File: src/source/seq_pkg.sv
package seq_pkg;

    // ==================================================
    // widths
    // ==================================================

    // one instruction line, same as one host read response
    localparam int line_bits = 512;
    localparam int word_bits = 32;
    localparam int words_per_line = 16;

    // host line address, byte address minus the low bits
    localparam int host_addr_bits = 42;
    localparam int byte_idx_bits = 6;

    // 512 program lines
    localparam int prog_addr_bits = 9;

    // operator start and done lines, argument words 5 to 8
    localparam int num_ops = 6;
    localparam int num_op_args = 4;

    // ==================================================
    // encodings
    // ==================================================

    // jumps compare index n with stride2
    localparam logic [7:0] op_jump0 = 8'd0;
    localparam logic [7:0] op_jump1 = 8'd1;
    localparam logic [7:0] op_jump2 = 8'd2;

    // prefetch, load, writeback, dot, modify, update
    localparam logic [7:0] op_first_operator = 8'd10;
    localparam logic [7:0] op_last_operator = 8'd15;

    // index update codes, anything else is loaded as a value
    localparam logic [word_bits-1:0] idx_keep = 32'hFFFF_FFFF;
    localparam logic [word_bits-1:0] idx_inc = 32'h0FFF_FFFF;
    localparam logic [word_bits-1:0] idx_dec = 32'h01FF_FFFF;

    localparam logic [15:0] pc_end = 16'hFFFF;
    localparam logic [63:0] status_done = 64'd1;

    typedef enum logic [2:0]
    {
        seq_idle,
        seq_fetch,
        seq_receive,
        seq_decode,
        seq_execute,
        seq_done
    } t_seq_state;

    typedef enum logic [1:0]
    {
        load_idle,
        load_request,
        load_receive
    } t_load_state;

    // ==================================================
    // instruction line
    // ==================================================

    // raw words for storage, named fields for decode
    // word 0 in the low bits, control word 15 on top
    typedef union packed
    {
        logic [words_per_line-1:0][word_bits-1:0] words;
        struct packed
        {
            logic [word_bits-10:0] ctrl_rsvd;
            logic nonblocking;
            logic [7:0] opcode;
            logic [word_bits-1:0] jump_not_taken;
            logic [word_bits-1:0] jump_taken;
            // stride2 doubles as the jump compare value
            logic [word_bits-1:0] stride2;
            logic [word_bits-1:0] stride1;
            logic [word_bits-1:0] stride0;
            logic [word_bits-1:0] word9;
            logic [num_op_args-1:0][word_bits-1:0] args;
            logic [word_bits-1:0] length;
            logic [word_bits-1:0] base;
            logic [word_bits-1:0] idx_update2;
            logic [word_bits-1:0] idx_update1;
            logic [word_bits-1:0] idx_update0;
        } f;
    } t_instr_line;

endpackage

File: src/source/instr_sequencer.sv
`timescale 1ns/10ps

module instr_sequencer
(
    input  logic clk,
    input  logic reset,
    input  logic prog_loaded,
    input  seq_pkg::t_instr_line ram_rdata,
    input  logic ram_rvalid,
    input  logic [seq_pkg::num_ops-1:0] op_done,
    output logic ram_re,
    output logic [seq_pkg::prog_addr_bits-1:0] ram_raddr,
    output logic [seq_pkg::num_ops-1:0] op_start,
    output logic [seq_pkg::word_bits-1:0] op_offset,
    output logic [seq_pkg::word_bits-1:0] op_length,
    output logic [seq_pkg::num_op_args-1:0][seq_pkg::word_bits-1:0] op_args,
    output logic done_pulse
);

    seq_pkg::t_seq_state state;
    seq_pkg::t_instr_line instr;

    logic [15:0] pc;
    logic [seq_pkg::word_bits-1:0] idx [3];

    // decode helpers
    logic is_jump;
    logic is_operator;
    logic [2:0] op_sel;
    logic [seq_pkg::word_bits-1:0] jump_idx;
    logic [seq_pkg::word_bits-1:0] strided_offset;
    logic can_advance;

    // keep, step up, step down, or load the code word itself
    function automatic logic [seq_pkg::word_bits-1:0] update_index
    (
        input logic [seq_pkg::word_bits-1:0] code,
        input logic [seq_pkg::word_bits-1:0] value
    );
        logic [seq_pkg::word_bits-1:0] result;
        case (code)
            seq_pkg::idx_keep: result = value;
            seq_pkg::idx_inc:  result = value + 32'd1;
            seq_pkg::idx_dec:  result = value - 32'd1;
            default:           result = code;
        endcase
        return result;
    endfunction

    // ==================================================
    // decode
    // ==================================================

    // which index a jump compares
    always_comb
    begin
        is_jump = 1'b1;
        jump_idx = idx[0];
        case (instr.f.opcode)
            seq_pkg::op_jump0: jump_idx = idx[0];
            seq_pkg::op_jump1: jump_idx = idx[1];
            seq_pkg::op_jump2: jump_idx = idx[2];
            default:           is_jump = 1'b0;
        endcase
    end

    assign is_operator = (instr.f.opcode >= seq_pkg::op_first_operator)
                      && (instr.f.opcode <= seq_pkg::op_last_operator);
    assign op_sel = 3'(instr.f.opcode - seq_pkg::op_first_operator);

    // base plus index times stride, over all three indices
    assign strided_offset = instr.f.base
                          + idx[0] * instr.f.stride0
                          + idx[1] * instr.f.stride1
                          + idx[2] * instr.f.stride2;

    // jumps and undefined opcodes never wait
    assign can_advance = !is_operator || instr.f.nonblocking || op_done[op_sel];

    // end of program seen in execute
    assign done_pulse = (state == seq_pkg::seq_execute) && (pc == seq_pkg::pc_end);

    // ==================================================
    // fetch, decode, execute
    // ==================================================

    always_ff @(posedge clk)
    begin
        if (reset)
        begin
            state <= seq_pkg::seq_idle;
            pc <= '0;
            ram_re <= 1'b0;
            op_start <= '0;
            for (int i = 0; i < 3; i++)
            begin
                idx[i] <= '0;
            end
        end
        else
        begin
            ram_re <= 1'b0;
            op_start <= '0;

            case (state)
                seq_pkg::seq_idle:
                begin
                    for (int i = 0; i < 3; i++)
                    begin
                        idx[i] <= '0;
                    end
                    pc <= '0;
                    if (prog_loaded)
                    begin
                        state <= seq_pkg::seq_fetch;
                    end
                end

                seq_pkg::seq_fetch:
                begin
                    ram_re <= 1'b1;
                    ram_raddr <= pc[seq_pkg::prog_addr_bits-1:0];
                    state <= seq_pkg::seq_receive;
                end

                seq_pkg::seq_receive:
                begin
                    if (ram_rvalid)
                    begin
                        instr <= ram_rdata;
                        state <= seq_pkg::seq_decode;
                    end
                end

                seq_pkg::seq_decode:
                begin
                    state <= seq_pkg::seq_execute;
                    if (is_jump)
                    begin
                        pc <= (jump_idx == instr.f.stride2) ? instr.f.jump_taken[15:0]
                                                            : instr.f.jump_not_taken[15:0];
                    end
                    else
                    begin
                        // operators and undefined opcodes fall through
                        pc <= pc + 16'd1;
                    end

                    if (is_operator)
                    begin
                        // start shows up in the first execute cycle
                        op_start[op_sel] <= 1'b1;
                        // prefetch, load, writeback are strided
                        op_offset <= (op_sel < 3'd3) ? strided_offset : instr.f.base;
                        op_length <= instr.f.length;
                        op_args <= instr.f.args;
                    end
                end

                seq_pkg::seq_execute:
                begin
                    if (pc == seq_pkg::pc_end)
                    begin
                        state <= seq_pkg::seq_done;
                    end
                    else if (can_advance)
                    begin
                        idx[0] <= update_index(instr.f.idx_update0, idx[0]);
                        idx[1] <= update_index(instr.f.idx_update1, idx[1]);
                        idx[2] <= update_index(instr.f.idx_update2, idx[2]);
                        state <= seq_pkg::seq_fetch;
                    end
                end

                default:
                begin
                    state <= seq_pkg::seq_idle;
                end
            endcase
        end
    end

endmodule

File: config.mk
export PLATFORM = sky130hd
export DESIGN_NAME = instr_sequencer
export DESIGN_NICKNAME = d
export VERILOG_FILES = /design/src/source/seq_pkg.sv /design/src/source/instr_sequencer.sv
export SDC_FILE = /design/constraint.sdc
export NUM_CORES = 2
export LEC_CHECK = 0
export BUFFER_PORTS_ARGS = -buffer_cell sky130_fd_sc_hd__buf_2
export CAP_MARGIN = 20
export CORE_MARGIN = 5
export CORE_UTILIZATION = 55
export DETAILED_ROUTE_END_ITERATION = 10
export PLACE_DENSITY = 0.75
export SKIP_LAST_GASP = 1
export SYNTH_ARGS = -nofsm -noshare
export SYNTH_HDL_FRONTEND = slang
export SYNTH_SLANG_ARGS = --single-unit
File: constraint.sdc
create_clock -name clk -period 111.2 [get_ports clk]
set_clock_uncertainty 0.05 [all_clocks]
set_input_delay 16.68 -clock clk [delete_from_list [all_inputs] [get_ports clk]]
set_output_delay 16.68 -clock clk [all_outputs]
set_load 0.05 [all_outputs]
==> results.sh <==
export IMPL_grt_overflow=0
export IMPL_fp_row_count=139
export IMPL_setup_viol=0
export IMPL_die_w_um=389
export IMPL_setup_tns_ns=0
export IMPL_fmax_mhz=50.4
export IMPL_synthAdderAreaFrac=0.422
export IMPL_timing_critical_path_buf_inv=5
export IMPL_rrSetupSlack_ns=100.05
export IMPL_die_area_um2=152000
export IMPL_clkLatencyLatePin_ns=0.73
export IMPL_yosys_area_share_simple=0.128
export IMPL_portBuffers=643
export IMPL_multi_input_comb_area_um2=50200
export IMPL_drc_errors=0
export IMPL_hold_class="reg2reg"
export IMPL_min_path_cells=0
export IMPL_m1WireLength_mm=79.9
export IMPL_dr_wl_met2_mm=115
export IMPL_ys_types=77
export IMPL_reg2reg_from="instr[357]"
export IMPL_post_route_cell_area_um2=87200
export IMPL_syn_avg_cell_area_um2=10.7
export IMPL_drv_slew=0
export IMPL_wl_per_cell_um=23.7
export IMPL_post_route_min_period_ns=19.83
export IMPL_route_antenna_remaining_nets=0
export IMPL_grt_pass1_wl_mm=357
export IMPL_cts_buffers=80
export IMPL_htreeDepth=3
export IMPL_final_period_utilization=0.178
export IMPL_synth_compound_area_frac=0.0442
export IMPL_cts_hold_buf=0
export IMPL_hold_path_startpoint="instr[131]"
export IMPL_syn_num_nets=9736
export IMPL_antenna_found_initial=30
export IMPL_synth_seq_cells=748
export IMPL_relSlewSlack=0.224
export IMPL_tightest_slew_ns=1.16
export IMPL_area_growth_syn_to_layout_pct=10.1
export IMPL_cts_tree="yes"
export IMPL_critical_path_max_stage_delay_ns=0.86
export IMPL_synth_edff_count=722
export IMPL_start_util=0.552
export IMPL_cp_end_kind="register"
export IMPL_placed_area_um2=84300
export IMPL_path_cells="buf_2 -> nor4_2 -> buf_4 -> buf_4 -> buf_4 -> buf_4"
export IMPL_top_layer="met5"
export IMPL_synth_cell_area_um2=79200
export IMPL_yosys_warnings=0
export IMPL_clockRootBuffer="clkbuf_16"
export IMPL_crit_arrival_ns=20.09
export IMPL_chipHeight_um=389
export IMPL_gp_congestion=0.945
export IMPL_core_area_um2=143000
export IMPL_grt_max_degree=76
export IMPL_hold_viol_final=0
export IMPL_hold_end="op_length[3]"
export IMPL_cts_clk_slew_worst_paths_ns=0.06
export IMPL_cts_resized=0
export IMPL_yosysSeqAreaShare=0.280
export IMPL_path_class="in2reg"
export IMPL_crit_slowest_cell="buf_4"
export IMPL_vias=54923
export IMPL_synth_top_family_by_area="adder cells"
export IMPL_critPathMostFrequentCell="buf_4"
export IMPL_fin_nets=10238
export IMPL_clockBufferDepth=3
export IMPL_critPathLaunchType="input pin"
export IMPL_fillerInstances=11639
export IMPL_regArea_um2=22200
export IMPL_cp_max_fo=75
export IMPL_first_iter_violations=3918
export IMPL_grt_pass1_vias=60075
export IMPL_grt_usage=0.313
export IMPL_firstDrtPassIters=8
export IMPL_crit_required_ns=111.46
export IMPL_clock_sinks=748
export IMPL_outcome="finished, final reports clean"
export IMPL_crit_family="buffers and inverters"
export IMPL_maxCapViolCount=0
export IMPL_synthMuxAreaShare=0.00327
export IMPL_dp_hpwl_mm=191
export IMPL_via_per_inst=5.57
export IMPL_wl_mm=233
export IMPL_r2r_end="op_offset[31]"
export IMPL_drive_above_1_share=0.114
export IMPL_syn_inst=7366
export IMPL_grt_setup_unrepaired="false"
export IMPL_reg2regPathDepth=26
export IMPL_post_cts_buffers=0
export IMPL_io_pins=731
export IMPL_synth_xor_area_share=0.0363
export IMPL_ys_async_sr_fraction=0
export IMPL_synth_ff_type="edfxtp_1"
export IMPL_wl_met3_mm=17.4
## through the flow
stage | instances | hold WS, ns | utilization | setup WS [ns]
finish | 9852 | 0.353 | 0.608 | 91.37
global route | 9843 | 0.372 | 0.608 | 91.19
CTS | 9830 | 0.358 | 0.607 | 91.40
detailed placement | 9684 | 0.355 | 0.588 | 90.63
global placement | 9684 | 0.350 | 0.588 | 90.68
floorplan | 7366 | 0.350 | - | 52.14
## cell families (layout without fill, tap and decap cells)
| family | after synthesis | in the layout |
|---|---|---|
| AND/OR/NAND/NOR | 2051 | 2051 |
| adder cells (fa/ha/maj) | 1848 | 1848 |
| buffers and inverters | 1807 | 2373 |
| flip-flops | 748 | 748 |
| AO/OA/AOI/OAI | 560 | 560 |
| XOR/XNOR | 328 | 328 |
| multiplexers | 24 | 24 |
| other | 0 | 17 |
## cells in the final DEF, fill, tap and decap left out, types with 100 or more instances in the layout
cell type  netlist  layout
inv_1         1473    1473
fa_1          1369    1369
nand2_1        991     991
and2_1         763     763
edfxtp_1       722     722
a21oi_1        195     193
o21ai_0        106     106
ha_1           479     479
buf_4            0     105
xor2_1         100     100
buf_2            4     643
xnor2_1        228     228
## worst max path at each step
stage	startpoint	end	slack, ns	cells past startpoint
floorplan	reset	instr[0]	52.14	2
global placement	reset	instr[111]	90.68	6
detailed placement	reset	instr[111]	90.63	6
CTS	reset	instr[201]	91.40	6
global route	reset	instr[111]	91.19	6
finish	reset	instr[125]	91.37	6
## per-layer routing
metal | vias to the layer above | track usage
met5 | - | 0
met4 | 10 | 0.227
met3 | 773 | 0.0597
met2 | 2497 | 0.529
met1 | 28005 | 0.357
li1 | 23638 | -
## flip-flops by register name, indices dropped and copies added (netlist names)
register and cells:
instr 425, op_args 128, idx 96, op_length 32, op_offset 32, pc 16, ram_raddr 9, op_start 6
state 3, ram_re 1
## layout make-up
| class | count | area share |
|---|---|---|
| Multi-Input combinational cell | 4811 | 0.576 |
| Sequential cell | 748 | 0.255 |
| Clock inverter | 49 | 0.00722 |
| Tap cell | 1903 | 0.0273 |
| Timing Repair Buffer | 753 | 0.0472 |
| Clock buffer | 97 | 0.0241 |
| Antenna cell | 17 | 0.000488 |
| Inverter | 1474 | 0.0635 |
## cells in the mapped netlist, types with 25 or more instances
cell	instances	area (um^2)
edfxtp_1	722	21700
nand2_1	991	3720
xor2_1	100	876
nand4_1	33	206
inv_1	1473	5530
o22ai_1	25	156
nand3_1	40	200
and2_1	763	4770
ha_1	479	5990
nor2_1	95	357
fa_1	1369	27400
a21oi_1	195	976
a21o_1	70	526
o21ai_0	106	531
xnor2_1	228	2000
dfxtp_1	26	521
and3_1	29	181
clkbuf_1	316	1190
Power is left out: the tool's default activity adds up to more than one toggle a clock period on the data nets, which glitch-free logic cannot reach.
