==> src/source/seq_pkg.sv <==
package seq_pkg;

    // ==================================================
    // widths
    // ==================================================

    // one instruction line, same as one host read response
    localparam int line_bits = 512;
    localparam int word_bits = 32;
    localparam int words_per_line = 16;

    // host line address, byte address minus the low bits
    localparam int host_addr_bits = 42;
    localparam int byte_idx_bits = 6;

    // 512 program lines
    localparam int prog_addr_bits = 9;

    // operator start and done lines, argument words 5 to 8
    localparam int num_ops = 6;
    localparam int num_op_args = 4;

    // ==================================================
    // encodings
    // ==================================================

    // jumps compare index n with stride2
    localparam logic [7:0] op_jump0 = 8'd0;
    localparam logic [7:0] op_jump1 = 8'd1;
    localparam logic [7:0] op_jump2 = 8'd2;

    // prefetch, load, writeback, dot, modify, update
    localparam logic [7:0] op_first_operator = 8'd10;
    localparam logic [7:0] op_last_operator = 8'd15;

    // index update codes, anything else is loaded as a value
    localparam logic [word_bits-1:0] idx_keep = 32'hFFFF_FFFF;
    localparam logic [word_bits-1:0] idx_inc = 32'h0FFF_FFFF;
    localparam logic [word_bits-1:0] idx_dec = 32'h01FF_FFFF;

    localparam logic [15:0] pc_end = 16'hFFFF;
    localparam logic [63:0] status_done = 64'd1;

    typedef enum logic [2:0]
    {
        seq_idle,
        seq_fetch,
        seq_receive,
        seq_decode,
        seq_execute,
        seq_done
    } t_seq_state;

    typedef enum logic [1:0]
    {
        load_idle,
        load_request,
        load_receive
    } t_load_state;

    // ==================================================
    // instruction line
    // ==================================================

    // raw words for storage, named fields for decode
    // word 0 in the low bits, control word 15 on top
    typedef union packed
    {
        logic [words_per_line-1:0][word_bits-1:0] words;
        struct packed
        {
            logic [word_bits-10:0] ctrl_rsvd;
            logic nonblocking;
            logic [7:0] opcode;
            logic [word_bits-1:0] jump_not_taken;
            logic [word_bits-1:0] jump_taken;
            // stride2 doubles as the jump compare value
            logic [word_bits-1:0] stride2;
            logic [word_bits-1:0] stride1;
            logic [word_bits-1:0] stride0;
            logic [word_bits-1:0] word9;
            logic [num_op_args-1:0][word_bits-1:0] args;
            logic [word_bits-1:0] length;
            logic [word_bits-1:0] base;
            logic [word_bits-1:0] idx_update2;
            logic [word_bits-1:0] idx_update1;
            logic [word_bits-1:0] idx_update0;
        } f;
    } t_instr_line;

endpackage

==> src/source/done_notifier.sv <==
`timescale 1ns/10ps

module done_notifier
(
    input  logic clk,
    input  logic reset,
    input  logic done_pulse,
    input  logic [seq_pkg::host_addr_bits-1:0] status_addr,
    input  logic wr_alm_full,
    output logic wr_valid,
    output logic [seq_pkg::host_addr_bits-1:0] wr_addr,
    output logic [63:0] wr_data,
    output logic notify_done
);

    // status write owed to the host
    logic pending;

    // write leaves only in a cycle with almost-full low
    assign wr_valid = pending && !wr_alm_full;
    assign wr_data = seq_pkg::status_done;
    assign notify_done = wr_valid;

    always_ff @(posedge clk)
    begin
        if (reset)
        begin
            pending <= 1'b0;
        end
        else if (done_pulse)
        begin
            pending <= 1'b1;
        end
        else if (wr_valid)
        begin
            pending <= 1'b0;
        end
    end

    // status line captured at program end
    always_ff @(posedge clk)
    begin
        if (done_pulse)
        begin
            wr_addr <= status_addr;
        end
    end

endmodule

==> config.mk <==
export PLATFORM = sky130hd
export DESIGN_NAME = done_notifier
export DESIGN_NICKNAME = d
export VERILOG_FILES = /design/src/source/seq_pkg.sv /design/src/source/done_notifier.sv
export SDC_FILE = /design/constraint.sdc
export NUM_CORES = 1
export LEC_CHECK = 0
export BUFFER_PORTS_ARGS = -buffer_cell sky130_fd_sc_hd__clkbuf_2
export CORE_ASPECT_RATIO = 1.5
export CORE_MARGIN = 4
export CORE_UTILIZATION = 38
export DETAILED_ROUTE_END_ITERATION = 12
export GPL_TIMING_DRIVEN = 0
export HOLD_SLACK_MARGIN = 0.02
export PLACE_DENSITY = 0.8
export SLEW_MARGIN = 20
export SYNTH_ARGS = -nofsm -noshare
export SYNTH_HDL_FRONTEND = slang
export SYNTH_SLANG_ARGS = --single-unit
==> constraint.sdc <==
create_clock -name clk -period 0.9 [get_ports clk]
set_clock_uncertainty 0.2 [all_clocks]
set_input_delay 0.09 -clock clk [delete_from_list [all_inputs] [get_ports clk]]
set_output_delay 0.09 -clock clk [all_outputs]
set_load 0.03 [all_outputs]
==> results of run 1 <==
-- per-stage QoR --
step,utilization (%),hold slack [ns]
floorplan,-,-0.0376
global placement,56.3,0.0529
detailed placement,56.3,0.0602
CTS,75.6,-0.165
global route,76.4,-0.109
finish,76.4,-0.160
-- what timing repair did --
action / CTS / global route
endpoints found under the setup margin: 87 / 44
resized for setup: 80 / 20
hold endpoints to repair: 43 / 1
buffers inserted: 0 / 0
-- registers in the layout, indices dropped and copies added (netlist names) --
name     cells
wr_addr     42
pending      1
-- worst paths after layout --
kind | from | to | slack, ns | depth (start not counted)
hold reg to reg | pending | pending | 0.28 | 2
setup / recovery | pending | wr_valid | -0.44 | 3
setup reg to reg | pending | pending | 0.11 | 2
hold / removal | wr_alm_full | pending | -0.16 | 3
-- logic make-up (layout without fill, tap and decap cells) --
family / count (synthesis) / after routing / share of synthesized area, %
compound gates: 1 / 1 / 0.279
flops: 43 / 43 / 71.4
other cells: 2 / 64 / 0.419
simple gates: 2 / 2 / 0.697
buf+inv: 65 / 205 / 27.2
-- power by group --
| group | internal [mW] | leakage [nW] | switching (mW) |
|---|---|---|---|
| clock network | 0.840 | 0.0587 | 0.657 |
| logic | 0.699 | 1.24 | 0.876 |
| registers | 2.37 | 0.420 | 0.0701 |
-- cell type report --
class	count	area, um2	area share [%]
clock buffer	5	68.8	1.98
sequential	43	1280	37.0
multi-input combinational	67	258	7.43
clock inverter	3	47.5	1.37
tap	64	80.1	2.31
timing repair buffer	132	1240	35.8
buffer	65	492	14.2
-- critical path: stages (launching register included) --
cell	delay [ns]
dfxtp_2	0.32
and2b_2	0.20
buf_6	0.12
buf_8	0.12
-- layout by cell type, fill, tap and decap left out, drive strengths merged --
cell,synthesis,layout
dlygate4sd3,0,43
clkbuf,0,83
conb,2,64
a21oi,1,1
dfxtp,1,1
clkinv,0,1
nor2,1,1
edfxtp,42,42
inv,0,1
and2b,1,1
bufinv,0,1
buf,65,76
-- metal layers --
layer | up-vias | track usage [%] | wire length, um
li1 | 653 | - | -
met1 | 599 | 14.1 | 1350
met3 | 10 | 5.39 | 465
met5 | - | 0 | 0
met2 | 88 | 30.5 | 2740
met4 | 0 | 6.35 | 112
==> summary.md, run 1 <==
| Metric | Value |
|---|---|
| Most used DFF post-synth | `edfxtp_1` |
| Power per cell area | `1590 nW/um2` |
| RSZ-0062 raised after global routing | `true` |
| # IOs | `154` |
| Routed WL | `4.67 mm` |
| CTS Buf Count | `5` |
| Maximum vdd drop | `0.00115 V` |
| Leakage | `1.72 nW` |
| WL/cell | `12.3 um` |
| Routed vias | `1350` |
| Post-synth EDFFs | `42` |
| Finished Cell Area | `3470 um2` |
| Clk slew on worst S/H paths | `0.08 ns` |
| Max-Slew Margin vs Limit | `61.2%` |
| CTS Root Cell | `clkbuf_8` |
| Initial DRT Pass Iterations | `4` |
| Top post-synthesis cells by count | `65 x buf_4, 42 x edfxtp_1, 2 x conb_1` |
| Crit Path Max Fanout | `2` |
| Req. time, crit path | `0.61 ns` |
| Failing checks | `hold timing, setup timing` |
| Gate Count Post-Synth | `113` |
| FMAX | `0.746 GHz` |
| I/O Buffers | `89` |
| CTS sink cnt | `43` |
| Total power | `5.52 mW` |
| Initial Util | `39.5%` |
| # DRC | `0` |
| Post-DP Area | `2560 um2` |
| Synth top area cells | `edfxtp_1 70%, buf_4 27%, dfxtp_1 1.1%` |
| Post-route ant nets | `0` |
| Post-synth top area share | `70.3%` |
| Initial antenna violation count | `0` |
| Fin cells | `379` |
| Status | `finished, violations left` |
| Worst-Margin Slew | `0.583 ns` |
| Warnings from Yosys | `0` |
| Clk_lat worst skew | `0.29 ns` |
| Num rows | `30` |
| Layout cells sized above 1 | `52.1%` |
| Synth area leader | `edfxtp_1` |
| DIE AREA | `5910 um2` |
| Worst slack, placed | `-0.602 ns` |
| Setup violations, final | `45` |
| Iteration-0 DRC Markers | `20` |
| Layout net count | `360` |
| Core ar. | `4540 um2` |
| Avg Inst Size Synth | `15.9 um2` |
| Via density per instance | `3.56` |
| Netlist Area Pre-Place | `1790 um2` |
| Cts hold-fix bufs | `43` |
| Fin crit period | `1.34 ns` |
| Synth-to-Final Area Change | `93.4%` |
| Crit. End Element | `output pin` |
| Fillers | `287` |
| CP arrival | `1.05 ns` |
| ANT cells | `0` |
| Synth cell types | `7` |
| WHS | `-0.160 ns` |
| Final WS setup | `-0.440 ns` |
| Vias in the first global route | `1370` |
| Worst setup SP type | `flip-flop` |
| GP Congestion | `0.718` |
| First-pass GRT wire length | `6.92 mm` |
| Die Wd | `64.1 um` |
| CTS H-Tree Depth | `2` |
| Overflow after GRT | `0` |
| Max-slew violations | `0` |
| Synth Register Bits | `43` |
| Bufs on Longest Clock Path | `2` |
| Largest net degree at the start of global routing | `44` |
| GRT Util Overall | `15.7%` |
| Fin crit share | `149%` |
| Most common cell in the synthesized netlist | `buf_4` |
| Die Ht | `92.2 um` |
| Fin. Hold Viols | `1` |
| Placed cell count | `328` |
| Async SR Flop Fraction | `0%` |
| Worst min path class | `in -> reg` |
| Register area share after synthesis | `71.4%` |
| CTS tree | `done` |
| Crit path kind | `reg -> out` |
| Setup TNS | `-10.86 ns` |
| Number of max-cap violations | `0` |
No activity file was read; power rests on OpenSTA's default activity.
==> run 2: changes to the inputs <==
--- a/config.mk
+++ b/config.mk
@@ -5,6 +5,7 @@
 export SDC_FILE = /design/constraint.sdc
 export NUM_CORES = 1
 export LEC_CHECK = 0
+export ABC_AREA = 1
 export BUFFER_PORTS_ARGS = -buffer_cell sky130_fd_sc_hd__clkbuf_2
 export CORE_ASPECT_RATIO = 1.5
 export CORE_MARGIN = 4
==> summary.md, run 2 <==
| Metric | Value |
|---|---|
| Status | `finished, violations left` |
| Failing checks | `setup timing` |
| Vias in the first global route | `1494 (+9.1%)` |
| Critical Path Sink | `wr_valid` |
| Cts hold-fix bufs | `44 (+2.3%)` |
| RR Startpoint | `pending` |
| R2R Setup Slk | `0.15 ns (+0.04 ns)` |
| CTS sink cnt | `43 (unchanged)` |
| CTS Root Cell | `clkbuf_8` |
| Maximum vdd drop | `0.000982 V (-15%)` |
| Commonest cells after routing, fill and taps aside | `65 x buf_4, 64 x conb_1, 42 x dlygate4sd3_1, 42 x clkbuf_2, 42 x edfxtp_1` |
| Overflow after GRT | `0 (unchanged)` |
| FF-to-FF path depth | `2 (unchanged)` |
| Synth Register Bits | `43 (unchanged)` |
| Fin crit period | `1.23 ns (-0.110 ns)` |
| Net Sw Power | `1.54 mW (-3.9%)` |
| Worst path buffer plus inverter count | `3 (+1)` |
| Avg Inst Size Synth | `15.7 um2 (-1.4%)` |
| Bufs on Longest Clock Path | `2 (unchanged)` |
| Fin cells | `380 (+0.26%)` |
| Via density per instance | `3.59 (+0.70%)` |
| CTS Buf Count | `5 (unchanged)` |
| Warnings from Yosys | `0 (unchanged)` |
| Internal power | `3.63 mW (-7.3%)` |
| Initial antenna violation count | `0 (unchanged)` |
| Flop pwr share | `47.3% (+3.0 points)` |
| Cell Chain, Critical Path | `inv_2 -> nor2_4 -> buf_6 -> buf_8` |
| Power per cell area | `1490 nW/um2 (-6.1%)` |
| CP arrival | `0.94 ns (-0.11 ns)` |
| Num rows | `30 (unchanged)` |
| Register area share after synthesis | `71.2% (-0.25 points)` |
| Max-slew violations | `0 (unchanged)` |
| RSZ-0062 raised after global routing | `true` |
| Largest net degree at the start of global routing | `44 (unchanged)` |
| Stages on the worst setup path | `4 (+1)` |
| Leakage | `1.73 nW (+0.26%)` |
| Fin crit share | `137% (-12 points)` |
| Gate Count Post-Synth | `115 (+1.8%)` |
| Die Ht | `92.3 um (+0.16%)` |
| Biggest regs | `wr_addr: 42 flops, pending: 1 flops` |
| Final WS setup | `-0.331 ns (+0.110 ns)` |
| Fin. Hold Viols | `0 (-1)` |
| Most used DFF post-synth | `edfxtp_1` |
| # DRC | `0 (unchanged)` |
| Synth-to-Final Area Change | `92.2%` |
| Netlist Area Pre-Place | `1800 um2 (+0.35%)` |
| Die Wd | `64.2 um (+0.15%)` |
| Sw frac | `29.8% (+0.76 points)` |
| Iteration-0 DRC Markers | `20 (unchanged)` |
| WL/cell | `12.4 um (+0.46%)` |
| RR Endpoint | `pending` |
| Post-synth top area share | `70.0% (-0.24 points)` |
| Async SR Flop Fraction | `0% (unchanged)` |
| Clk slew on worst S/H paths | `0.07 ns (about the same)` |
| Max reg flops | `42 (unchanged)` |
| Routed WL | `4.70 mm (+0.73%)` |
| ANT cells | `0 (unchanged)` |
| Number of max-cap violations | `0 (unchanged)` |
| Worst setup startpoint | `pending` |
| Crit. End Element | `output pin` |
| Largest reg by FF count | `wr_addr` |
| Most common cell after layout, fill and taps aside | `buf_4` |
| Worst min path class | `in -> reg` |
| Core ar. | `4540 um2 (unchanged)` |
| Max-Slew Margin vs Limit | `63.8% (+2.6 points)` |
| Crit path kind | `reg -> out` |
| CTS H-Tree Depth | `2 (unchanged)` |
| CP max stage cell | `dfxtp_2` |
| GRT Util Overall | `16.2% (+0.53 points)` |
| Initial DRT Pass Iterations | `3 (-1)` |
| Placed cell count | `330 (+0.61%)` |
| Top post-synthesis cells by count | `65 x buf_4, 42 x edfxtp_1, 2 x conb_1, 2 x inv_1` |
| FMAX | `0.813 GHz (+8.9%)` |
| CTS tree | `done` |
| Synth cell types | `8 (+1)` |
| First-pass GRT wire length | `7.22 mm (+4.4%)` |
| I/O Buffers | `89 (unchanged)` |
| Most common cell in the synthesized netlist | `buf_4` |
| Clk pwr share | `21.9% (-5.2 points)` |
| Worst-Margin Slew | `0.543 ns (-0.0396 ns)` |
| Worst setup SP type | `flip-flop` |
| Synth top area cells | `edfxtp_1 70%, buf_4 27%, dfxtp_1 1.1%` |
| Crit Path Max Fanout | `2 (unchanged)` |
| Initial Util | `39.6% (+0.14 points)` |
| Layout net count | `361 (+0.28%)` |
| Setup violations, final | `47 (+4.4%)` |
| Clk_lat worst skew | `0.28 ns (about the same)` |
| Post-synth EDFFs | `42 (unchanged)` |
| Post-route ant nets | `0 (unchanged)` |
| Largest stage delay on the critical path | `0.33 ns (about the same)` |
| Synth area leader | `edfxtp_1` |
| # IOs | `154 (unchanged)` |
| Layout cells sized above 1 | `51.3% (-0.80 points)` |
| GP Congestion | `0.660 (-8.1%)` |
| Setup TNS | `-10.25 ns (+0.612 ns)` |
| Req. time, crit path | `0.61 ns (about the same)` |
| Family with the most delay on the worst path | `flip-flops` |
| DIE AREA | `5930 um2 (+0.31%)` |
| Routed vias | `1363 (+0.96%)` |
| Hold Crit Start | `status_addr[40]` |
| Part of the power in combinational logic | `30.8% (+2.3 points)` |
==> run 2: final cells by class <==
cell class,count,area (um2)
sequential,43,1280
inverter,2,7.51
fill,281,1080
tap,64,80.1
clock buffer,7,76.3
buffer,65,492
clock inverter,1,5.00
multi-input combinational,67,264
timing repair buffer,131,1250
==> run 2: power groups by stage <==
stage / clock network (mW) / logic, mW / registers (mW)
CTS: 1.19 / 1.54 / 2.44
detailed placement: 0 / 1.18 / 2.46
finish: 1.13 / 1.59 / 2.45
floorplan: 0 / 0.585 / 2.78
global route: 1.27 / 1.67 / 2.46
global placement: 0 / 1.18 / 2.45
==> run 2: timing repair <==
item,CTS,global route
endpoints found under the setup margin,87,56
endpoints found under the hold margin,43,1
gates resized for setup,82,20
setup buffers,0,0
pin swaps,1,0
==> run 2: worst min path at each step <==
stage | end | slack, ns | cells past startpoint
floorplan | pending | -0.05 | 1
global placement | pending | 0.05 | 2
detailed placement | pending | 0.05 | 2
CTS | pending | 0.24 | 3
global route | wr_addr[40] | 0.01 | 2
finish | wr_addr[40] | 0.007 | 2
==> run 2: per-stage QoR <==
step / total power, mW / setup slack, ns / utilization, % / hold WS, ns / area (um2)
2_1_floorplan: 3.36 / -0.118 / - / -0.0549 / 2050
6_report: 5.17 / -0.331 / 76.2 / 0.00660 / 3460
4_1_cts: 5.16 / -0.374 / 75.7 / 0.244 / 3440
3_3_place_gp: 3.63 / -0.558 / 56.6 / 0.0472 / 2570
5_1_grt: 5.40 / -0.377 / 76.2 / 0.0147 / 3460
3_5_place_dp: 3.64 / -0.611 / 56.6 / 0.0521 / 2570
==> run 2: routing by layer <==
layer,up-vias,share of wire [%],track usage [%]
li1,655,-,-
met1,614,29,14.5
met2,86,59,31.8
met3,8,9.8,5.22
met4,0,2.2,6.88
met5,-,0,0
==> run 2: logic make-up (layout without fill, tap and decap cells) <==
logic type,Yosys count,in the layout,share of synthesized area [%]
other,2,64,0.417
DFF,43,43,71.2
AOI/OAI and AO/OA,1,1,0.487
and+or+nand+nor,2,2,0.417
buffers and inverters,67,206,27.5
==> run 3: changes to the inputs <==
--- a/config.mk
+++ b/config.mk
@@ -6,14 +6,14 @@
 export NUM_CORES = 1
 export LEC_CHECK = 0
 export ABC_AREA = 1
-export BUFFER_PORTS_ARGS = -buffer_cell sky130_fd_sc_hd__clkbuf_2
 export CORE_ASPECT_RATIO = 1.5
 export CORE_MARGIN = 4
-export CORE_UTILIZATION = 38
+export CORE_UTILIZATION = 60
 export DETAILED_ROUTE_END_ITERATION = 12
+export DONT_BUFFER_PORTS = 1
 export GPL_TIMING_DRIVEN = 0
 export HOLD_SLACK_MARGIN = 0.02
-export PLACE_DENSITY = 0.8
+export PLACE_DENSITY = 0.76
 export SLEW_MARGIN = 20
 export SYNTH_ARGS = -nofsm -noshare
 export SYNTH_HDL_FRONTEND = slang
==> summary.md, run 3 (synthesis results as in run 2) <==
| Metric | Value |
|---|---|
| Status | `finished, violations left` |
| Failing checks | `hold timing, setup timing` |
| Sw frac | `30.8% (+0.99 points)` |
| RSZ-0062 raised after global routing | `true` |
| Via density per instance | `4.10 (+14%)` |
| Largest stage delay on the critical path | `0.34 ns (about the same)` |
| Power per cell area | `1780 nW/um2 (+19%)` |
| Final WS setup | `-0.450 ns (-0.120 ns)` |
| Die Ht | `75.1 um (-19%)` |
| Clk pwr share | `23.7% (+1.8 points)` |
| Setup TNS | `-9.34 ns (+0.907 ns)` |
| GP Congestion | `0.631 (-4.5%)` |
| Routed WL | `5.18 mm (+10%)` |
| CP arrival | `1.06 ns (+0.12 ns)` |
| First-pass GRT wire length | `6.82 mm (-5.5%)` |
| Max-slew violations | `0 (unchanged)` |
| Most common cell after layout, fill and taps aside | `buf_4` |
| Bufs on Longest Clock Path | `2 (unchanged)` |
| Part of the power in combinational logic | `17.3% (-13 points)` |
| Number of max-cap violations | `0 (unchanged)` |
| HPWL after DPL | `3.06 mm` |
| Iteration-0 DRC Markers | `37 (+85%)` |
| Core ar. | `2880 um2 (-37%)` |
| Overflow after GRT | `0 (unchanged)` |
| Vias in the first global route | `1149 (-23%)` |
| Fin crit period | `1.35 ns (+0.120 ns)` |
| Num rows | `24 (-20%)` |
| Synth-to-Final Area Change | `46.2%` |
| Largest net degree at the start of global routing | `44 (unchanged)` |
| Max reg flops | `42 (unchanged)` |
| WL/cell | `19.2 um (+55%)` |
| Fin util | `91.3% (+15 points)` |
| Internal power | `3.25 mW (-11%)` |
| Multi-input logic area | `264 um2 (unchanged)` |
| Crit. End Element | `output pin` |
| CTS sink cnt | `43 (unchanged)` |
| CTS Root Cell | `clkbuf_8` |
| Worst min path class | `in -> reg` |
| Flop pwr share | `59.0% (+12 points)` |
| Setup violations, final | `44 (-6.4%)` |
| CTS H-Tree Depth | `2 (unchanged)` |
| Die Wd | `52.7 um (-18%)` |
| Initial DRT Pass Iterations | `4 (+1)` |
| Commonest cells after routing, fill and taps aside | `65 x buf_4, 64 x conb_1, 45 x dlygate4sd3_1` |
| Maximum vdd drop | `0.00167 V (+70%)` |
| CTS tree | `done` |
| Worst slack, placed | `-0.167 ns (+0.443 ns)` |
| # IOs | `154 (unchanged)` |
| Req. time, crit path | `0.61 ns (about the same)` |
| # DRC | `0 (unchanged)` |
| Worst setup SP type | `flip-flop` |
| Fin crit share | `150% (+13 points)` |
| Reg area | `1280 um2 (unchanged)` |
| DIE AREA | `3960 um2 (-33%)` |
| Fin. Hold Viols | `42 (+42)` |
| CP max stage cell | `dfxtp_2` |
| Leakage | `1.23 nW (-29%)` |
| Placed cell count | `216 (-35%)` |
| FMAX | `0.741 GHz (-8.9%)` |
| Cell Chain, Critical Path | `inv_2 -> nor2_4 -> buf_6` |
| WHS | `-0.288 ns (-0.295 ns)` |
| Family with the most delay on the worst path | `flip-flops` |
| Crit path kind | `reg -> out` |
| Fillers | `103 (-63%)` |
| Layout net count | `276 (-24%)` |
| Routed vias | `1107 (-19%)` |
| Initial antenna violation count | `0 (unchanged)` |
| Initial Util | `62.5% (+23 points)` |
| Crit Path Max Fanout | `2 (unchanged)` |
| Fin cells | `270 (-29%)` |
| Layout cells sized above 1 | `32.5% (-19 points)` |
| CTS Buf Count | `5 (unchanged)` |
| Biggest regs | `wr_addr: 42 flops, pending: 1 flops` |
| Worst path buffer plus inverter count | `2 (-1)` |
| I/O Buffers | `0 (-100%)` |
| Cts hold-fix bufs | `45 (+2.3%)` |
| Post-route ant nets | `0 (unchanged)` |
| Largest reg by FF count | `wr_addr` |
| Clk slew on worst S/H paths | `0.08 ns (about the same)` |
| GRT Util Overall | `25.6% (+9.4 points)` |
| Net Sw Power | `1.45 mW (-6.2%)` |
| Clk_lat worst skew | `0.28 ns (about the same)` |
| ANT cells | `0 (unchanged)` |
## run 3: cell types whose count changed in the layout (fill, tap and decap cells not counted), sizes merged
| cell | before | now |
|---|---|---|
| buf | 77 | 66 |
| clkbuf | 82 | 6 |
| clkinv | 1 | 2 |
| dlygate4sd3 | 42 | 45 |
| dlymetal6s4s | 2 | 0 |
## run 3: path summary, 6_finish.rpt
path | depth (start not counted) | to | slack (ns) | start
setup / recovery | 3 | wr_valid | -0.45 | pending
hold / removal | 0 | wr_addr[17] | -0.29 | done_pulse
setup reg to reg | 3 | pending | 0.03 | pending
hold reg to reg | 3 | pending | 0.40 | pending
## run 3: power by group through the flow
stage	registers, mW	logic (mW)	clock network, mW
floorplan	2.78	0.585	0
global placement	2.80	0.586	0
detailed placement	2.81	0.587	0
CTS	2.77	0.747	1.13
global route	2.78	0.843	1.22
finish	2.77	0.811	1.11
## run 3: routing by layer
metal	track usage, %	part of all wire [%]
met4	7.95	1.4
met1	26.9	31
met2	47.8	59
met3	7.92	9.3
met5	0	0
## run 3: repair_timing
action,4_1_cts,5_1_grt
endpoints found under the hold margin,85,42
resized for setup,0,0
pin swaps,1,0
buffers inserted,0,1
endpoints found under the setup margin,44,44
## run 3: worst register-to-register path, stage by stage (launching register included)
cell,delay (ns)
dfxtp_2,0.33
buf_4,0.12
nand2_1,0.07
a21oi_2,0.05
## run 3: final cells by class
cell class                 instances  area share [%]
sequential                        43            48.7
clock buffer                       6            2.76
buffer                            65            18.7
multi-input combinational         67            10.0
inverter                           2           0.285
timing repair buffer              46            17.4
clock inverter                     2           0.285
tap                               39            1.85
## run 3: metrics by stage
stage,total power [mW],instance area [um2]
2_1_floorplan,3.36,2050
3_3_place_gp,3.39,2090
3_5_place_dp,3.40,2090
4_1_cts,4.65,2630
5_1_grt,4.84,2630
6_report,4.69,2630
