## config.mk

```make
export PLATFORM = sky130hd
export DESIGN_NAME = program_loader
export DESIGN_NICKNAME = d
export VERILOG_FILES = /design/src/source/seq_pkg.sv /design/src/source/program_loader.sv
export SDC_FILE = /design/constraint.sdc
export NUM_CORES = 1
export LEC_CHECK = 0
export BUFFER_PORTS_ARGS = -buffer_cell sky130_fd_sc_hd__buf_2
export CORE_AREA = 5 5 447 449
export DETAILED_ROUTE_END_ITERATION = 10
export DIE_AREA = 0 0 452 454
export PLACE_DENSITY = 0.3
export SLEW_MARGIN = 20
export SYNTH_ARGS = -nofsm -noshare
export SYNTH_HDL_FRONTEND = slang
export SYNTH_SLANG_ARGS = --single-unit
```

## constraint.sdc

```tcl
create_clock -name clk -period 3.9 [get_ports clk]
set_clock_uncertainty 0.05 [all_clocks]
set_input_delay 0.585 -clock clk [delete_from_list [all_inputs] [get_ports clk]]
set_output_delay 0.585 -clock clk [all_outputs]
set_load 0.03 [all_outputs]
```

## src/source/seq_pkg.sv

```systemverilog
package seq_pkg;

    // ==================================================
    // widths
    // ==================================================

    // one instruction line, same as one host read response
    localparam int line_bits = 512;
    localparam int word_bits = 32;
    localparam int words_per_line = 16;

    // host line address, byte address minus the low bits
    localparam int host_addr_bits = 42;
    localparam int byte_idx_bits = 6;

    // 512 program lines
    localparam int prog_addr_bits = 9;

    // operator start and done lines, argument words 5 to 8
    localparam int num_ops = 6;
    localparam int num_op_args = 4;

    // ==================================================
    // encodings
    // ==================================================

    // jumps compare index n with stride2
    localparam logic [7:0] op_jump0 = 8'd0;
    localparam logic [7:0] op_jump1 = 8'd1;
    localparam logic [7:0] op_jump2 = 8'd2;

    // prefetch, load, writeback, dot, modify, update
    localparam logic [7:0] op_first_operator = 8'd10;
    localparam logic [7:0] op_last_operator = 8'd15;

    // index update codes, anything else is loaded as a value
    localparam logic [word_bits-1:0] idx_keep = 32'hFFFF_FFFF;
    localparam logic [word_bits-1:0] idx_inc = 32'h0FFF_FFFF;
    localparam logic [word_bits-1:0] idx_dec = 32'h01FF_FFFF;

    localparam logic [15:0] pc_end = 16'hFFFF;
    localparam logic [63:0] status_done = 64'd1;

    typedef enum logic [2:0]
    {
        seq_idle,
        seq_fetch,
        seq_receive,
        seq_decode,
        seq_execute,
        seq_done
    } t_seq_state;

    typedef enum logic [1:0]
    {
        load_idle,
        load_request,
        load_receive
    } t_load_state;

    // ==================================================
    // instruction line
    // ==================================================

    // raw words for storage, named fields for decode
    // word 0 in the low bits, control word 15 on top
    typedef union packed
    {
        logic [words_per_line-1:0][word_bits-1:0] words;
        struct packed
        {
            logic [word_bits-10:0] ctrl_rsvd;
            logic nonblocking;
            logic [7:0] opcode;
            logic [word_bits-1:0] jump_not_taken;
            logic [word_bits-1:0] jump_taken;
            // stride2 doubles as the jump compare value
            logic [word_bits-1:0] stride2;
            logic [word_bits-1:0] stride1;
            logic [word_bits-1:0] stride0;
            logic [word_bits-1:0] word9;
            logic [num_op_args-1:0][word_bits-1:0] args;
            logic [word_bits-1:0] length;
            logic [word_bits-1:0] base;
            logic [word_bits-1:0] idx_update2;
            logic [word_bits-1:0] idx_update1;
            logic [word_bits-1:0] idx_update0;
        } f;
    } t_instr_line;

endpackage

```

## src/source/program_loader.sv

```systemverilog
`timescale 1ns/10ps

module program_loader
(
    input  logic clk,
    input  logic reset,
    input  logic start,
    input  logic [seq_pkg::host_addr_bits-1:0] prog_addr,
    input  logic [15:0] prog_length,
    input  logic rd_alm_full,
    input  logic rd_rsp_valid,
    input  logic [seq_pkg::line_bits-1:0] rd_rsp_data,
    output logic rd_req_valid,
    output logic [seq_pkg::host_addr_bits-1:0] rd_req_addr,
    output logic ram_we,
    output logic [seq_pkg::prog_addr_bits-1:0] ram_waddr,
    output seq_pkg::t_instr_line ram_wdata,
    output logic prog_loaded
);

    seq_pkg::t_load_state state;

    // requests run ahead of responses
    logic [15:0] req_count;
    logic [15:0] rcv_count;
    logic last_rsp;

    // request goes out only in a cycle with almost-full low
    assign rd_req_valid = (state == seq_pkg::load_request) && !rd_alm_full;
    assign rd_req_addr = prog_addr + seq_pkg::host_addr_bits'(req_count);

    always_ff @(posedge clk)
    begin
        if (reset)
        begin
            state <= seq_pkg::load_idle;
            req_count <= '0;
            rcv_count <= '0;
            last_rsp <= 1'b0;
            ram_we <= 1'b0;
            prog_loaded <= 1'b0;
        end
        else
        begin
            ram_we <= 1'b0;
            last_rsp <= 1'b0;
            // one cycle after the last line went to the RAM
            prog_loaded <= last_rsp;

            case (state)
                seq_pkg::load_idle:
                begin
                    if (start)
                    begin
                        state <= seq_pkg::load_request;
                        req_count <= '0;
                        rcv_count <= '0;
                    end
                end

                seq_pkg::load_request:
                begin
                    if (!rd_alm_full)
                    begin
                        req_count <= req_count + 16'd1;
                        if (req_count == prog_length - 16'd1)
                        begin
                            state <= seq_pkg::load_receive;
                        end
                    end
                end

                default:
                begin
                    // all requested, only responses left
                end
            endcase

            // responses can already arrive while still requesting
            if (state != seq_pkg::load_idle && rd_rsp_valid)
            begin
                ram_we <= 1'b1;
                rcv_count <= rcv_count + 16'd1;
                if (rcv_count == prog_length - 16'd1)
                begin
                    state <= seq_pkg::load_idle;
                    last_rsp <= 1'b1;
                end
            end
        end
    end

    // write address and data, in response order
    always_ff @(posedge clk)
    begin
        if (rd_rsp_valid)
        begin
            ram_waddr <= rcv_count[seq_pkg::prog_addr_bits-1:0];
            ram_wdata.words <= rd_rsp_data;
        end
    end

endmodule

```

==> impl_metrics.tcl, run 1 <==
set metrics [dict create \
    status "complete, but fails checks" \
    violations "negative setup slack" \
    start_kind "flop" \
    drv_slew 0 \
    wl_um 114000 \
    grt.total_usage 0.105 \
    grt-ovfl-total 0 \
    min_period_over_period 1.00 \
    fp.dieW_um 452 \
    wl_per_cell_um 21.1 \
    rows 163 \
    hold_viol 0 \
    critical_path.startpoint "req_count[0]$_SDFFE_PP0P_" \
    syn_area_um2 19600 \
    critPathArrivalTime_ps 3280 \
    setup_ws_ps -16.7 \
    synth.ff_latch_count 558 \
    netlist_instances 1061 \
    tightest_slew_ps 888 \
    grt_pass1_wl_um 148000 \
    cts_buffers 76 \
    required_ps 3260 \
    worstReg2RegStart "state[0]$_SDFF_PP0_" \
    min_from "rd_rsp_data[70]" \
    p_leak_nw 14.4 \
    maxCapViolCount 0 \
    finalPower_w 0.0167 \
    max_stage_delay_ps 330 \
    synth_nets 1656 \
    crit_path_top_delay_cell "dfxtp_2" \
    grt_max_degree 136 \
    synth_warnings 0 \
    ys.flop_type "edfxtp_1" \
    htreeDepth 3 \
    worst_path_most_repeated_cell "buf_4" \
    drtIter0Drc 897 \
    path_max_fanout 7 \
    hp-class "input port to flop" \
    antenna_found_initial 76 \
    power_density_nw_per_um2 461 \
    holdWs_ps 89.7 \
    dp_slack_ps 20.3 \
    avgSynthCellArea_um2 18.5 \
    start_util 0.100 \
    drcViolationCount 0 \
    endpoint_kind "output pin" \
    boundaryPins 1141 \
    fmax_mhz 255 \
    peakVddDrop_mv 0.298 \
    cts-root-buf "clkbuf_16" \
    cts.sinks 558 \
    finalNonFillerCells 5397 \
    final_util 0.185 \
    gp_congestion 0.820 \
    drtPass1Iterations 5 \
    dr_total_vias 16594 \
    setup-violations-final 5 \
    relSlewSlack 0.408 \
    ff2ff_setup_slack_ps 1090 \
    cts_buffer_depth 3 \
    place_inst 4760 \
    path_cells "ha_4 > inv_4 > fa_2 > nor2b_2 > o31a_1 > o21a_4 > a31o_4 > a2111oi_4 > buf_4 > buf_12 > nor4_1 > xor2_1 > buf_4" \
    yosysSeqAreaShare 0.835 \
    grt_pass1_vias 17488 \
    cts_tree "yes" \
    drive_above_1_share 0.469 \
    core_um2 196000 \
    syn_to_final_growth_pct 84.5 \
    port_buffers 1140 \
    dp_hpwl_um 93000 \
    synth_edf_count 521 \
    vias_per_cell 3.07 \
    ant_nets 0 \
    rsz0062_at_grt "yes" \
    synth_cell_type_count 65 \
    die_h_um 454 \
    dieArea_um2 205000 \
    min_period_ps 3920 \
    clkTransAtPathRegs_ps 60 \
    clk-insertion-delay-late_ps 660 \
    final_nets 3355 \
    criticalPathCategory "flop to output pin" \
    async_flop_share 0 \
]
==> state kept, by name, indices dropped and copies added, names as in the netlist <==
signal,flops
ram_waddr,9
state,2
req_count,16
ram_we,1
rcv_count,16
last_rsp,1
ram_wdata,512
prog_loaded,1
==> logic make-up (layout without fill, tap and decap cells) <==
kind of cell             Yosys count  after routing  share of synthesized area
adder cells (fa/ha/maj)           20             20                     0.0131
buffers and inverters             45           1800                    0.00925
other                              0             24                          0
multiplexers                       3              3                    0.00172
XOR/XNOR                          83             83                     0.0378
AND/OR/NAND/NOR                  249            249                     0.0684
flip-flops                       558            558                      0.835
AO/OA/AOI/OAI                    103            103                     0.0343
==> worst paths after layout <==
kind / endpoint / cells past startpoint
setup / recovery: rd_req_addr[28] / 13
setup reg to reg: last_rsp$_SDFF_PP0_ / 7
hold / removal: ram_wdata[70]$_DFFE_PP_ / 1
hold reg to reg: prog_loaded$_SDFF_PP0_ / 1
==> area by class of cell <==
cell class                      count  area, µm²
Antenna cell                       24       60.1
Clock buffer                       93       2020
Clock inverter                     41        400
Fill cell                       21564     160000
Inverter                           18       70.1
Multi-Input combinational cell    458       3230
Sequential cell                   558      16400
Tap cell                         2557       3200
Timing Repair Buffer             1648      10800
==> worst max-delay path: cells and delay by family, from the launching register on <==
kind | cells | cell delay (ps)
xor+xnor | 1 | 180
flops | 1 | 330
simple gates | 2 | 110
fa+ha+maj | 2 | 370
compound gates | 4 | 1050
buf+inv | 4 | 580
==> cell usage in the layout, fill, tap and decap left out, drive strengths merged, types with 10 or more instances in the layout <==
cell type    count
nor4            18
inv             19
xnor2           44
nand3           37
nand4           17
a21oi           33
and3            10
xor2            38
or3             11
nand2           42
edfxtp         521
clkinv          32
buf           1172
diode           24
clkbuf          93
nor3            16
dfxtp           37
o21a            10
ha              19
dlygate4sd3    476
nor2            50
o21ai           23
==> cells in the mapped netlist, types with 4 or more instances <==
library cell | count | area (µm²)
o21a_1 | 10 | 75.1
and2_1 | 4 | 25.0
nand2_1 | 41 | 154
or3_1 | 10 | 62.6
nor3_1 | 16 | 80.1
a2111oi_0 | 5 | 43.8
inv_1 | 18 | 67.6
a21oi_1 | 33 | 165
edfxtp_1 | 521 | 15600
xnor2_1 | 44 | 385
and3_1 | 10 | 62.6
o211ai_1 | 4 | 30.0
nand3_1 | 37 | 185
dfxtp_1 | 37 | 741
and4_1 | 6 | 52.6
clkbuf_1 | 21 | 78.8
nor2b_1 | 8 | 50.1
nand4_1 | 17 | 106
nor4_1 | 17 | 106
o21ai_0 | 22 | 110
ha_1 | 19 | 238
xor2_1 | 38 | 333
or2_2 | 5 | 31.3
nor2_1 | 50 | 188
nand2b_1 | 6 | 37.5
==> where the power goes <==
part / total, W / internal (W) / switching [W] / leakage (nW)
Combinational: 0.00261 / 0.000888 / 0.00172 / 7.79
Sequential: 0.00720 / 0.00704 / 0.000156 / 5.41
Clock: 0.00686 / 0.00397 / 0.00289 / 1.16
==> timing repair <==
action	in CTS	in global routing
gates cloned	1	0
setup endpoints to repair	27	26
pin swaps	11	6
hold buffers	476	0
setup buffers	2	0
resized for setup	50	18
endpoints found under the hold margin	476	0
==> through the flow <==
step	TNS (ps)	cell area, µm²
4_1_cts	-2440	36100
6_report	-45.9	36200
5_1_grt	-3220	36200
2_1_floorplan	0	19600
3_5_place_dp	0	28700
3_3_place_gp	0	28700
==> layer usage <==
layer | GRT usage | vias to the layer above | part of all wire
li1 | - | 7562 | -
met2 | 0.198 | 686 | 0.54
met5 | 0 | - | 0.00020
met4 | 0.0442 | 4 | 0.040
met1 | 0.108 | 8124 | 0.35
met3 | 0.0279 | 218 | 0.061
No activity file was read; power rests on OpenSTA's default activity.
==> run 2: changes to the inputs <==
--- a/config.mk
+++ b/config.mk
@@ -7,6 +7,7 @@
 export LEC_CHECK = 0
 export BUFFER_PORTS_ARGS = -buffer_cell sky130_fd_sc_hd__buf_2
 export CORE_AREA = 5 5 447 449
+export CTS_BUF_LIST = sky130_fd_sc_hd__clkbuf_2
 export DETAILED_ROUTE_END_ITERATION = 10
 export DIE_AREA = 0 0 452 454
 export PLACE_DENSITY = 0.3
==> impl_metrics.tcl, run 2 <==
set metrics [dict create \
    status "aborted with a tool error" \
    outcome.stop_stage "clock tree synthesis (4_1_cts)" \
    firstError "[ERROR RSZ-0060] Max buffer count reached." \
    cts-root-buf "clkbuf_2" \
    ys.flop_type "edfxtp_1" \
    start_util 0.100 \
    cts_buffers 172 \
    syn_area_um2 19600 \
    yosysMostFrequentCell "edfxtp_1" \
    fp.dieW_um 452 \
    synth_edf_count 521 \
    hold_buffers 1016 \
    port_buffers 1140 \
    avgSynthCellArea_um2 18.5 \
    yosysTopAreaCell "edfxtp_1" \
    boundaryPins 1141 \
    synth_nets 1656 \
    yosys.area.top_type_share 0.798 \
    cts_buffer_depth 3 \
    htreeDepth 4 \
    die_h_um 454 \
    place_inst 4760 \
    synth_area_leaders "edfxtp_1, dfxtp_1, xnor2_1" \
    gp_congestion 0.820 \
    async_flop_share 0 \
    rows 163 \
    dp_hpwl_um 93000 \
    cts.sinks 558 \
    synth.ff_latch_count 558 \
    synth_warnings 0 \
    ys_top_cells_by_count "edfxtp_1, nor2_1, xnor2_1" \
    cts_setup_buffers 8 \
    synth_cell_type_count 65 \
    yosysSeqAreaShare 0.835 \
    cts_resized 126 \
    netlist_instances 1061 \
]
-- run 2: cells by family after synthesis --
logic type      synth area share
flops                      0.835
simple gates              0.0684
compound gates            0.0343
xor+xnor                  0.0378
buf+inv                  0.00925
fa+ha+maj                 0.0131
mux                      0.00172
-- run 2: per-stage QoR --
stage               instance area (µm²)  utilization  worst slack [ps]  hold WS, ps
global placement                  28700        0.146              9.73          423
detailed placement                28700        0.146              20.3          419
floorplan                         19600            -              52.3          356
==> run 3: changes to the inputs <==
--- a/config.mk
+++ b/config.mk
@@ -6,11 +6,10 @@
 export NUM_CORES = 1
 export LEC_CHECK = 0
 export BUFFER_PORTS_ARGS = -buffer_cell sky130_fd_sc_hd__buf_2
-export CORE_AREA = 5 5 447 449
-export CTS_BUF_LIST = sky130_fd_sc_hd__clkbuf_2
+export CORE_AREA = 5 5 440 442
 export DETAILED_ROUTE_END_ITERATION = 10
-export DIE_AREA = 0 0 452 454
-export PLACE_DENSITY = 0.3
+export DIE_AREA = 0 0 445 447
+export PLACE_DENSITY_LB_ADDON = 0.15
 export SLEW_MARGIN = 20
 export SYNTH_ARGS = -nofsm -noshare
 export SYNTH_HDL_FRONTEND = slang
==> impl_metrics.tcl, run 3 (synthesis gave the netlist of run 1 again) <==
set metrics [dict create \
    status "complete, but fails checks" \
    violations "negative setup slack" \
    grt_max_degree 152 \
    core_um2 189000 \
    final_nets 3368 \
    antenna_found_initial 63 \
    htreeDepth 3 \
    ant_nets 0 \
    drv_slew 0 \
    holdWs_ps 97.2 \
    dpl-instance-area_um2 28600 \
    path_max_fanout 7 \
    hold_viol 0 \
    maxCapViolCount 0 \
    setup_ws_ps -51.1 \
    finalNonFillerCells 5345 \
    vias_per_cell 3.11 \
    max_stage_delay_ps 360 \
    drcViolationCount 0 \
    cts_tree "yes" \
    port_buffers 1140 \
    dp_hpwl_um 92000 \
    dr_total_vias 16599 \
    start_util 0.104 \
    cts_buffers 72 \
    reg_top3 "ram_wdata: 512 flops, rcv_count: 16 flops, req_count: 16 flops" \
    dieArea_um2 199000 \
    stdcell_area_um2 36100 \
    relSlewSlack 0.290 \
    p_leak_nw 14.3 \
    cts.sinks 558 \
    cts_buffer_depth 3 \
    layout_common_cells "buf_2, edfxtp_1, dlygate4sd3_1" \
    drive_above_1_share 0.466 \
    crit_family "compound AO/OA/AOI/OAI gates" \
    setup-violations-final 11 \
    dp_slack_ps 14.8 \
    min_period_over_period 1.01 \
    tightest_slew_ps 1060 \
    boundaryPins 1141 \
    wl_um 113000 \
    fmax_mhz 253 \
    largest_register_ffs 512 \
    clk-insertion-delay-late_ps 650 \
    place_inst 4717 \
    rsz0062_at_grt "yes" \
    hp-class "input port to flop" \
    grt-ovfl-total 0 \
    fin_tns_setup_ps -266 \
    cts-root-buf "clkbuf_16" \
    fp.dieW_um 445 \
    path_cells "ha_4 > inv_2 > fa_2 > nor2b_2 > o31a_1 > o21a_1 > a31o_4 > a2111oi_4 > buf_4 > buf_12 > nor4_1 > xor2_1 > buf_4" \
    peakVddDrop_mv 0.254 \
    worst_path_most_repeated_cell "buf_4" \
    drtPass1Iterations 5 \
    mostFrequentLayoutCell "buf_2" \
    required_ps 3260 \
    largest_register "ram_wdata" \
    power_density_nw_per_um2 451 \
    ff_latch_area_um2 16400 \
    rows 160 \
    wl_per_cell_um 21.2 \
    grt.total_usage 0.107 \
    grt_pass1_vias 17482 \
    path_buf_inv 4 \
    start_kind "flop" \
    multi_input_area_um2 3240 \
    endpoint_kind "output pin" \
    drtIter0Drc 823 \
    criticalPathCategory "flop to output pin" \
    crit_path_top_delay_cell "dfxtp_4" \
    die_h_um 447 \
    min_period_ps 3950 \
    nFillCells 20813 \
    critPathArrivalTime_ps 3320 \
    clkTransAtPathRegs_ps 50 \
    grt_pass1_wl_um 148000 \
    syn_to_final_growth_pct 83.9 \
    gp_congestion 0.808 \
]
-- run 3: final cells by class --
class,instances,share of cell area
antenna,10,0.000694
clock buffer,92,0.0523
inverter,18,0.00187
sequential,558,0.455
clock inverter,33,0.00916
tap,2511,0.0871
multi-input combinational,459,0.0898
timing repair buffer,1664,0.304
-- run 3: layer usage --
| layer | track usage | wire length (µm) | up-vias |
|---|---|---|---|
| met4 | 0.0323 | 2930 | 4 |
| met5 | 0 | 21 | - |
| li1 | - | - | 7566 |
| met2 | 0.209 | 62500 | 715 |
| met3 | 0.0282 | 7370 | 186 |
| met1 | 0.112 | 40500 | 8128 |
-- run 3: path summary, 6_finish.rpt --
path                             start  cells after the start                  endpoint  slack (ps)
max          req_count[0]$_SDFFE_PP0P_                     13           rd_req_addr[26]         -50
min                   rd_rsp_data[446]                      1  ram_wdata[446]$_DFFE_PP_         100
max reg2reg        state[0]$_SDFF_PP0_                      7       last_rsp$_SDFF_PP0_        1020
min reg2reg        last_rsp$_SDFF_PP0_                      1    prog_loaded$_SDFF_PP0_         420
-- run 3: worst register-to-register path: stages (launching register included) --
cell and delay (ps):
dfxtp_1 510, o21a_1 380, o2111ai_1 170, nor4_1 370
nand4b_1 160, or4_1 560, nor4_2 440, nor2b_1 180
-- run 3: power breakdown --
| part | leakage (nW) | switching, W | internal [W] |
|---|---|---|---|
| Sequential | 5.41 | 0.000123 | 0.00704 |
| Combinational | 7.86 | 0.00175 | 0.000897 |
| Clock | 1.08 | 0.00275 | 0.00370 |
-- run 3: what timing repair did --
item / in CTS / in global routing
pin swaps: 10 / 5
endpoints found under the hold margin: 489 / 0
buffers inserted: 2 / 1
endpoints found under the setup margin: 26 / 26
gates cloned: 2 / 0
resized for setup: 60 / 11
hold buffers: 489 / 0
-- run 3: stage by stage --
stage | util | total power [W]
after floorplan | - | 0.00836
after CTS | 0.190 | 0.0167
after global routing | 0.191 | 0.0170
after global placement | 0.151 | 0.00953
final | 0.191 | 0.0163
after detailed placement | 0.151 | 0.00951
==> run 4: changes to the inputs <==
--- a/config.mk
+++ b/config.mk
@@ -6,6 +6,8 @@
 export NUM_CORES = 1
 export LEC_CHECK = 0
 export BUFFER_PORTS_ARGS = -buffer_cell sky130_fd_sc_hd__buf_2
+export CELL_PAD_IN_SITES_DETAIL_PLACEMENT = 1
+export CELL_PAD_IN_SITES_GLOBAL_PLACEMENT = 2
 export CORE_AREA = 5 5 440 442
 export DETAILED_ROUTE_END_ITERATION = 10
 export DIE_AREA = 0 0 445 447
==> impl_metrics.tcl, run 4 (synthesis gave the netlist of run 1 again) <==
set metrics [dict create \
    dr_total_vias 16948 \
    grt.total_usage 0.115 \
    path_max_fanout 7 \
    worstReg2RegStart "state[0]$_SDFF_PP0_" \
    min_period_ps 3920 \
    fin_tns_setup_ps -71.5 \
    grt_pass1_wl_um 159000 \
    max_stage_delay_ps 400 \
    tightest_slew_ps 959 \
    drtPass1Iterations 7 \
    antenna_found_initial 70 \
    drive_above_1_share 0.466 \
    reg_top3 "ram_wdata: 512 flops, rcv_count: 16 flops, req_count: 16 flops" \
    grt_pass1_vias 18740 \
    p_leak_nw 14.5 \
    clk-insertion-delay-late_ps 670 \
    largest_register_ffs 512 \
    nFillCells 21512 \
    status "complete, but fails checks" \
    rsz0062_at_grt "yes" \
    hold_viol 0 \
    rows 160 \
    fp.dieW_um 445 \
    cts-root-buf "clkbuf_16" \
    die_h_um 447 \
    relSlewSlack 0.361 \
    largest_register "ram_wdata" \
    maxCapViolCount 0 \
    criticalPathCategory "flop to output pin" \
    dp_slack_ps -168 \
    critical_path.startpoint "req_count[0]$_SDFFE_PP0P_" \
    cts_buffers 77 \
    vias_per_cell 3.14 \
    cts.sinks 558 \
    syn_to_final_growth_pct 85.9 \
    wl_per_cell_um 22.5 \
    mostFrequentLayoutCell "buf_2" \
    violations "negative setup slack" \
    power_density_nw_per_um2 458 \
    drcViolationCount 0 \
    required_ps 3260 \
    grt_max_degree 155 \
    drv_slew 0 \
    endpoint_kind "output pin" \
    min_period_over_period 1.01 \
    gp_congestion 0.804 \
    fmax_mhz 255 \
    htreeDepth 3 \
    finalPower_w 0.0167 \
    min_from "rd_rsp_data[70]" \
    layout_common_cells "buf_2, edfxtp_1, dlygate4sd3_1" \
    cts_tree "yes" \
    ant_nets 0 \
    start_util 0.104 \
    clkTransAtPathRegs_ps 60 \
    setup-violations-final 6 \
    peakVddDrop_mv 0.282 \
    boundaryPins 1141 \
    final_nets 3394 \
    start_kind "flop" \
    grt-ovfl-total 0 \
    dp_hpwl_um 99500 \
    path_cells "ha_4 > inv_2 > fa_2 > nor2b_2 > o31a_1 > o21a_2 > a31o_4 > a2111oi_4 > buf_6 > nor4_1 > xor2_1 > buf_4" \
    dieArea_um2 199000 \
    critPathArrivalTime_ps 3290 \
    wl_um 121000 \
    setup_ws_ps -23.1 \
    core_um2 189000 \
    hp-class "input port to flop" \
    drtIter0Drc 759 \
    port_buffers 1140 \
    cts_buffer_depth 3 \
    crit_path_top_delay_cell "a2111oi_4" \
]
## run 4: cell count changes in the layout (fill, tap and decap cells not counted), sizes merged
cell,previous run,this run
clkbuf,100,97
buf,1167,1177
clkinv,25,29
diode,10,24
dlygate4sd3,489,508
## run 4: per-layer routing
layer | wire length, µm | global-route usage
met4 | 3770 | 0.0429
met3 | 9220 | 0.0381
met2 | 66600 | 0.223
met5 | 13 | 0
met1 | 41700 | 0.114
## run 4: layout make-up
cell class / count / area (µm²) / area share
clock inverters: 37 / 352 / 0.00964
clock buffers: 97 / 2040 / 0.0561
well taps: 2511 / 3140 / 0.0862
flip-flops and latches: 558 / 16400 / 0.450
diodes: 24 / 60.1 / 0.00165
multi-input cells: 459 / 3250 / 0.0891
repair buffers: 1685 / 11200 / 0.306
inverters: 18 / 67.6 / 0.00185
## run 4: stage by stage
stage,utilization,area (µm²),std cells,hold slack [ps]
floorplan,-,19600,1061,356
CTS,0.192,36300,5362,15.2
detailed placement,0.151,28600,4714,422
finish,0.193,36500,5389,117
global placement,0.151,28600,4714,431
global route,0.193,36400,5377,50.1
## run 4: path summary, 6_finish.rpt
path                                   to  cells past startpoint  slack [ps]
hold reg to reg    prog_loaded$_SDFF_PP0_                      1         420
setup reg to reg      last_rsp$_SDFF_PP0_                      8        1030
setup / recovery          rd_req_addr[28]                     12         -20
hold / removal    ram_wdata[70]$_DFFE_PP_                      1         120
## run 4: critical path: cells and delay by family, from the launching register on
family                   cells  cell delay, ps
AND/OR/NAND/NOR              2             120
buffers and inverters        3             440
flip-flops                   1             330
XOR/XNOR                     1             200
adder cells (fa/ha/maj)      2             360
AO/OA/AOI/OAI                4            1170
## run 4: power by group
| part | total, W | internal (W) | leakage, nW | switching [W] |
|---|---|---|---|---|
| Sequential | 0.00716 | 0.00704 | 5.41 | 0.000122 |
| Combinational | 0.00272 | 0.000910 | 7.92 | 0.00181 |
| Clock | 0.00681 | 0.00398 | 1.17 | 0.00282 |
| Total | 0.0167 | 0.0119 | 14.5 | 0.00475 |
## run 4: what timing repair did
item	4_1_cts	5_1_grt
gates cloned	2	0
resized for setup	55	14
setup endpoints to repair	31	27
setup buffers	4	4
pin swaps	13	12
hold buffers	508	0
endpoints found under the hold margin	508	0
